**src/hdl/fsqrt_pkg.sv**
```systemverilog
`default_nettype none

package fsqrt_pkg;

    // IEEE single precision field widths.
    localparam int EXP_BITS  = 8;
    localparam int FRAC_BITS = 23;

    // Significand root, leading one included.
    localparam int ROOT_BITS = 24;

    // Radicand significand with two integer bits.
    localparam int RAD_BITS = 25;

    // Carry-save remainder, wide enough for the sign of the last used step.
    localparam int REM_BITS = ROOT_BITS + 3;

    // Half of the exponent bias, rounded down.
    localparam int HALF_BIAS = 63;

    typedef struct packed {
        logic                 sign;
        logic [EXP_BITS-1:0]  exp;
        logic [FRAC_BITS-1:0] frac;
    } float_t;

    // One operand in flight through the recurrence pipeline.
    typedef struct packed {
        logic                   valid;
        logic                   sign;
        logic [EXP_BITS-1:0]    exp;
        logic [2*ROOT_BITS-1:0] rad;       // Unconsumed bits, MSB first.
        logic [ROOT_BITS-1:0]   root;
        logic [REM_BITS-1:0]    rem_sum;
        logic [REM_BITS-1:0]    rem_carry;
    } pipe_t;

endpackage

`default_nettype wire

```
**src/hdl/fsqrt_unpack.sv**
```systemverilog
`timescale 1ns/1ps
`default_nettype none

module fsqrt_unpack (
    input  logic              clk,
    input  logic              rst_n,
    input  logic              valid_input,
    input  fsqrt_pkg::float_t radicand,
    output fsqrt_pkg::pipe_t  pipe_out
);

    localparam int EXP_BITS  = fsqrt_pkg::EXP_BITS;
    localparam int ROOT_BITS = fsqrt_pkg::ROOT_BITS;
    localparam int RAD_BITS  = fsqrt_pkg::RAD_BITS;
    localparam int REM_BITS  = fsqrt_pkg::REM_BITS;

    fsqrt_pkg::float_t   in_q;
    logic                valid_q;
    logic [RAD_BITS-1:0] rad_sig;
    logic [EXP_BITS-1:0] exp_half;

    always_ff @(posedge clk or negedge rst_n) begin
        if (!rst_n) begin
            valid_q <= 1'b0;
        end else begin
            valid_q <= valid_input;
        end
    end

    always_ff @(posedge clk) begin
        if (valid_input) begin
            in_q <= radicand;
        end
    end

    // Odd exponent keeps m, even exponent doubles it.
    assign rad_sig = in_q.exp[0] ? {2'b01, in_q.frac} : {1'b1, in_q.frac, 1'b0};

    assign exp_half = {1'b0, in_q.exp[EXP_BITS-1:1]} + EXP_BITS'(fsqrt_pkg::HALF_BIAS)
                    + EXP_BITS'(in_q.exp[0]);

    // The top pair is taken here. Its root bit is always one,
    // so the first subtraction of one is folded into the remainder.
    always_comb begin
        pipe_out.valid     = valid_q;
        pipe_out.sign      = in_q.sign;
        pipe_out.exp       = exp_half;
        pipe_out.rad       = {rad_sig[RAD_BITS-3:0], {(2*ROOT_BITS-RAD_BITS+2){1'b0}}};
        pipe_out.root      = '0;
        pipe_out.rem_sum   = REM_BITS'(rad_sig[RAD_BITS-1 -: 2]) - REM_BITS'(1);
        pipe_out.rem_carry = '0;
    end

endmodule

`default_nettype wire

```
**src/hdl/sqrt_step.sv**
```systemverilog
`timescale 1ns/1ps
`default_nettype none

module sqrt_step (
    input  logic [fsqrt_pkg::REM_BITS-1:0]  rem_sum_in,
    input  logic [fsqrt_pkg::REM_BITS-1:0]  rem_carry_in,
    input  logic [fsqrt_pkg::ROOT_BITS-1:0] root_in,
    input  logic [1:0]                      rad_bits,
    output logic [fsqrt_pkg::REM_BITS-1:0]  rem_sum_out,
    output logic [fsqrt_pkg::REM_BITS-1:0]  rem_carry_out,
    output logic [fsqrt_pkg::ROOT_BITS-1:0] root_out
);

    localparam int W         = fsqrt_pkg::REM_BITS;
    localparam int ROOT_BITS = fsqrt_pkg::ROOT_BITS;

    logic [W-1:0] rem_full;
    logic         q_bit;
    logic [W-1:0] shifted_sum;
    logic [W-1:0] shifted_carry;
    logic [W-1:0] corr;
    logic [W-1:0] maj;

    // One full add per step to resolve the sign.
    assign rem_full = rem_sum_in + rem_carry_in;
    assign q_bit    = ~rem_full[W-1];  // Non-negative gives a one.

    assign root_out = {root_in[ROOT_BITS-2:0], q_bit};

    // Subtract 4Q+1 when the remainder is non-negative, add 4Q+3 otherwise.
    // Both come out as the root, conditionally inverted, over 2'b11.
    assign corr = {{root_in, q_bit} ^ {(W-2){q_bit}}, 2'b11};

    // Remainder times four, next radicand pair in the free low bits.
    assign shifted_sum   = {rem_sum_in[W-3:0], rad_bits};
    assign shifted_carry = {rem_carry_in[W-3:0], 2'b00};

    // 3:2 compressor.
    assign rem_sum_out = shifted_sum ^ shifted_carry ^ corr;
    assign maj = (shifted_sum & shifted_carry)
               | (shifted_sum & corr)
               | (shifted_carry & corr);
    assign rem_carry_out = {maj[W-2:0], 1'b0};  // Stored pre-shifted.

endmodule

`default_nettype wire

```
**src/hdl/sqrt_stage.sv**
```systemverilog
`timescale 1ns/1ps
`default_nettype none

module sqrt_stage #(
    parameter int STAGE_BITS = 2
) (
    input  logic             clk,
    input  logic             rst_n,
    input  fsqrt_pkg::pipe_t pipe_in,
    output fsqrt_pkg::pipe_t pipe_out
);

    localparam int REM_BITS  = fsqrt_pkg::REM_BITS;
    localparam int ROOT_BITS = fsqrt_pkg::ROOT_BITS;
    localparam int RAD_W     = 2 * ROOT_BITS;

    logic [REM_BITS-1:0]  sum_chain   [STAGE_BITS+1];
    logic [REM_BITS-1:0]  carry_chain [STAGE_BITS+1];
    logic [ROOT_BITS-1:0] root_chain  [STAGE_BITS+1];
    logic [RAD_W-1:0]     rad_next;

    assign sum_chain[0]   = pipe_in.rem_sum;
    assign carry_chain[0] = pipe_in.rem_carry;
    assign root_chain[0]  = pipe_in.root;

    for (genvar j = 0; j < STAGE_BITS; j++) begin : g_step
        // Step j takes the j-th pair from the top of rad.
        sqrt_step step_inst (
            .rem_sum_in    (sum_chain[j]),
            .rem_carry_in  (carry_chain[j]),
            .root_in       (root_chain[j]),
            .rad_bits      (pipe_in.rad[RAD_W-1-2*j -: 2]),
            .rem_sum_out   (sum_chain[j+1]),
            .rem_carry_out (carry_chain[j+1]),
            .root_out      (root_chain[j+1])
        );
    end

    assign rad_next = pipe_in.rad << (2 * STAGE_BITS);  // Drop consumed pairs.

    always_ff @(posedge clk or negedge rst_n) begin
        if (!rst_n) begin
            pipe_out <= '0;
        end else begin
            pipe_out.valid <= pipe_in.valid;
            // Payload follows valid operands only, so idle slots keep the last result.
            if (pipe_in.valid) begin
                pipe_out.sign      <= pipe_in.sign;
                pipe_out.exp       <= pipe_in.exp;
                pipe_out.rad       <= rad_next;
                pipe_out.root      <= root_chain[STAGE_BITS];
                pipe_out.rem_sum   <= sum_chain[STAGE_BITS];
                pipe_out.rem_carry <= carry_chain[STAGE_BITS];
            end
        end
    end

endmodule

`default_nettype wire

```
**src/hdl/fsqrt.sv**
```systemverilog
`timescale 1ns/1ps
`default_nettype none

module fsqrt #(
    parameter int STAGE_BITS = 2
) (
    input  logic              clk,
    input  logic              rst_n,
    input  logic              valid_input,
    input  fsqrt_pkg::float_t radicand,
    output logic              valid_output,
    output fsqrt_pkg::float_t y
);

    localparam int NUM_STAGES = fsqrt_pkg::ROOT_BITS / STAGE_BITS;

    // pipe[0] comes from the front end, pipe[NUM_STAGES] is the result.
    fsqrt_pkg::pipe_t pipe [NUM_STAGES+1];

    fsqrt_unpack unpack_inst (
        .clk         (clk),
        .rst_n       (rst_n),
        .valid_input (valid_input),
        .radicand    (radicand),
        .pipe_out    (pipe[0])
    );

    for (genvar i = 0; i < NUM_STAGES; i++) begin : g_stage
        sqrt_stage #(
            .STAGE_BITS (STAGE_BITS)
        ) stage_inst (
            .clk      (clk),
            .rst_n    (rst_n),
            .pipe_in  (pipe[i]),
            .pipe_out (pipe[i+1])
        );
    end

    assign valid_output = pipe[NUM_STAGES].valid;

    // Leading one of the root is implicit in the output word.
    assign y.sign = pipe[NUM_STAGES].sign;
    assign y.exp  = pipe[NUM_STAGES].exp;
    assign y.frac = pipe[NUM_STAGES].root[fsqrt_pkg::FRAC_BITS-1:0];

endmodule

`default_nettype wire

```
**config.mk**
```make
export PLATFORM = sky130hd
export DESIGN_NAME = fsqrt
export DESIGN_NICKNAME = d
export VERILOG_FILES = /design/src/hdl/fsqrt_pkg.sv /design/src/hdl/fsqrt_unpack.sv /design/src/hdl/sqrt_step.sv /design/src/hdl/sqrt_stage.sv /design/src/hdl/fsqrt.sv
export SDC_FILE = /design/constraint.sdc
export NUM_CORES = 2
export LEC_CHECK = 0
export ABC_AREA = 1
export ABC_CLOCK_PERIOD_IN_PS = 8250
export BUFFER_PORTS_ARGS = -buffer_cell sky130_fd_sc_hd__buf_4
export CORE_ASPECT_RATIO = 1.5
export CORE_MARGIN = 10
export CORE_UTILIZATION = 35
export DETAILED_ROUTE_END_ITERATION = 8
export HOLD_SLACK_MARGIN = 0.05
export PLACE_DENSITY = 0.56
export SLEW_MARGIN = 10
export SYNTH_ARGS = -nofsm -noshare
export SYNTH_HDL_FRONTEND = slang
export SYNTH_SLANG_ARGS = --single-unit
```
**constraint.sdc**
```tcl
create_clock -name clk -period 8.25 [get_ports clk]
set_clock_uncertainty 0.1 [all_clocks]
set_input_delay 0.4125 -clock clk [delete_from_list [all_inputs] [get_ports clk]]
set_output_delay 0.4125 -clock clk [all_outputs]
set_load 0.02 [all_outputs]
```
==> impl_results.md <==
* Main combinational cell family by area after synthesis: adder cells
* Clk sinks at 836
* Reg-to-Reg Start: g_stage[1].stage_inst.pipe_out[5]$_DFFE_PN0P_
* Final WL at around 130 mm
* RePlAce Congestion at approximately 0.88
* Yosys reg bits at ~840
* Slowest stage delay, CP at between 0.9 and 1 ns
* Drt pass-1 iters at 5
* Max Fclk at between 150 and 200 MHz
* Slew Viols, Final at 0
* Mapped Avg Cell Area at 9.23 um^2
* Pin count of the biggest net entering global routing at 163
* Layout cells sized above 1 at 5.86%
* Antenna viol nets, final at 0
* Wl on met1 at 44.0 mm
* Layout area overhead at 11.5%
* Clk Latency, worst-skew pair at 0.72 ns
* Post-synth EDFFs at 32
* Max FO, Critical Path at 12
* Initial antenna violation count at 0
* Met3 routed WL at around 3 mm
* Post-synthesis mux area share at less than 1%
* Worst Hold Class: primary input to asynchronous set/reset pin
* Setup violators final at 0
* I/O pin cnt at approximately 70
* Synth area leader: dfrtp_1
* Root Driver: clkbuf_16
* WL/cell at 16.3 um
* Post-cts resize count at 0
* Worst Setup Start Kind: flop
* Fillers at about 15000
* Gate Count Post-Synth at approximately 5700
* Final hold viol count at 0
* Most common cell in the netlist: nand2_1
* Synthesized cell area at between 0.05 and 0.06 mm^2
* Tot GR Track Use at 15.4%
* H-tree levels at 3
* DIE WIDTH at ~340 um
* Initial Util at 35.3%
* Compound-Gate Fraction of Synth Area at under 10%
* Iteration-0 DRC Markers at approximately 1500
* Netlist cell types at 56
* Async S/R FF share, synth at between 90% and 100%
* Met2 routed WL at between 70 and 80 mm
* Vias in the first global route at between 30000 and 40000
* # diodes at 0
* Core area at ~0.15 mm^2
* Synth top cells by count: nand2_1 (1887), dfrtp_1 (804), inv_1 (532), ha_1 (490), o21ai_0 (423)
* Layout Nets at around 6700
* Syn. warnings at 0
* First-pass GRT wire length at 207 mm
* Worst Setup End Kind: flop
* Hold_buf cts at 34
* Worst EP arrival at 7.15 ns
* Outcome: finished, final reports clean
* Req. time, crit path at 8.81 ns
* WS Path Type: flop to flop
* Slew @ Worst Pin at about 1.1 ns
* Fin crit share at around four fifths
* Crit-path cells: ha_1, nand3_1, o21ai_0, nand2_1, nand2_1, a21oi_1, o21ai_0, a221oi_1, fa_1, inv_1, fa_1, inv_1, ha_1, a21oi_1, o21ai_0, a21o_1, a221o_1, fa_1, inv_1, fa_1, nand2_1, nand2_1
* Port Buffer Count at 67
* Synth Net Count at about 6600
* DR vias/cell at around 4.8
* Main area contributors after synthesis: dfrtp_1 (38%), fa_1 (14%), nand2_1 (13%)
* Synth Area in XOR/XNOR at approximately 4.9%
* DR vias at 37000
* Post-CTS setup buffers at 0
* Seq/Total Area, Yosys at around 40%
* DRC at 0
* Synth Area in Simple Gates at between 15 and 20%
* Post-synth top area share at between 30% and 40%
* CTS tree: yes
* Top FF cell, synth: dfrtp_1
* Total clock buffers created by CTS at 95
* Uppermost layer routed: met4
* Max-cap violations at 0
* Critical path's slowest cell: fa_1
* Die H at just under 500 um
* Slew HR at approximately 29%
* Post-Synth Adder-Cell Area at around a quarter
* Grt ovf at 0
* Setup tns final at 0 ns
* Clock slew at reported path FFs at around 0.060 ns
* Detail Placement HPWL at between 100 and 150 mm
* Die area at 0.167 mm^2
* RSZ-0062 raised after global routing: no
* CTS max path bufs at 3
* Fin crit period at ~6.6 ns
* # rows at ~170
* CP startpoint: g_stage[1].stage_inst.pipe_out[5]$_DFFE_PN0P_
==> per-layer routing <==
layer	global-route usage [%]	vias up
li1	-	18400
met1	14.6	18000
met2	31.8	432
met3	1.75	257
met4	7.22	0
met5	0	-
==> cell type report <==
type	instances	area, um^2	share of cell area [%]
clock buffers	129	2730	4.62
clock inverters	44	574	0.973
inverters	545	2050	3.47
multi-input cells	4150	28900	49.0
flip-flops and latches	836	21100	35.7
well taps	1936	2420	4.10
repair buffers	147	1250	2.11
==> path summary, 6_finish.rpt <==
| kind | endpoint | slack [ns] | cells past startpoint |
|---|---|---|---|
| max in group asynchronous | g_stage[2].stage_inst.pipe_out[135]$_DFF_PN0_ | 5.85 | 4 |
| min reg2reg | g_stage[10].stage_inst.pipe_out[129]$_DFFE_PN0P_ | 0.37 | 2 |
| max reg2reg | g_stage[2].stage_inst.pipe_out[38]$_DFFE_PN0P_ | 1.66 | 22 |
| max | g_stage[2].stage_inst.pipe_out[38]$_DFFE_PN0P_ | 1.66 | 22 |
| min | g_stage[9].stage_inst.pipe_out[37]$_DFFE_PN0P_ | 0.21 | 2 |
| min in group clk | unpack_inst.in_q[1]$_DFFE_PP_ | 0.31 | 2 |
==> critical path: cells and delay by family, from the launching register on <==
kind / cells / cell delay [ns]
compound gates: 8 / 1.36
fa+ha+maj: 6 / 3.67
buf+inv: 3 / 0.64
flops: 1 / 0.40
simple gates: 5 / 0.35
==> logic make-up (layout without fill, tap and decap cells) <==
kind of cell             after synthesis  in the layout
AO/OA/AOI/OAI                        727            727
flip-flops                           836            836
adder cells (fa/ha/maj)              847            847
AND/OR/NAND/NOR                     2292           2292
XOR/XNOR                             280            280
buffers and inverters                746            865
multiplexers                           4              4
==> state kept, by name (all words and copies together), names as in the netlist <==
name / flops
g_stage.stage_inst.pipe_out: 803
unpack_inst.in_q: 31
unpack_inst.pipe_out: 1
unpack_inst.valid_q: 1
==> per-stage QoR <==
stage | instance area, um^2 | hold slack, ns | setup WS (ns) | utilization, % | std cells
floorplan | 52900 | 0.0169 | 1.15 | - | 5732
global placement | 55400 | 0.349 | 1.55 | 36.9 | 7580
detailed placement | 55400 | 0.352 | 1.57 | 36.9 | 7580
CTS | 59000 | 0.249 | 1.58 | 39.3 | 7787
global route | 59000 | 0.269 | 1.12 | 39.3 | 7787
finish | 59000 | 0.213 | 1.66 | 39.3 | 7787
==> layout by cell type (no fill, tap or decap), types with 56 or more instances in the layout <==
cell type	count
nand3_1	101
o21ai_0	423
nand4_1	56
dfrtp_1	796
a21oi_1	197
inv_1	528
xor2_1	235
buf_4	108
fa_1	357
ha_1	490
clkbuf_16	96
nand2_1	1887
nor2_1	184
Power is left out: the tool's default activity adds up to more than one toggle a clock period on the data nets, which glitch-free logic cannot reach.
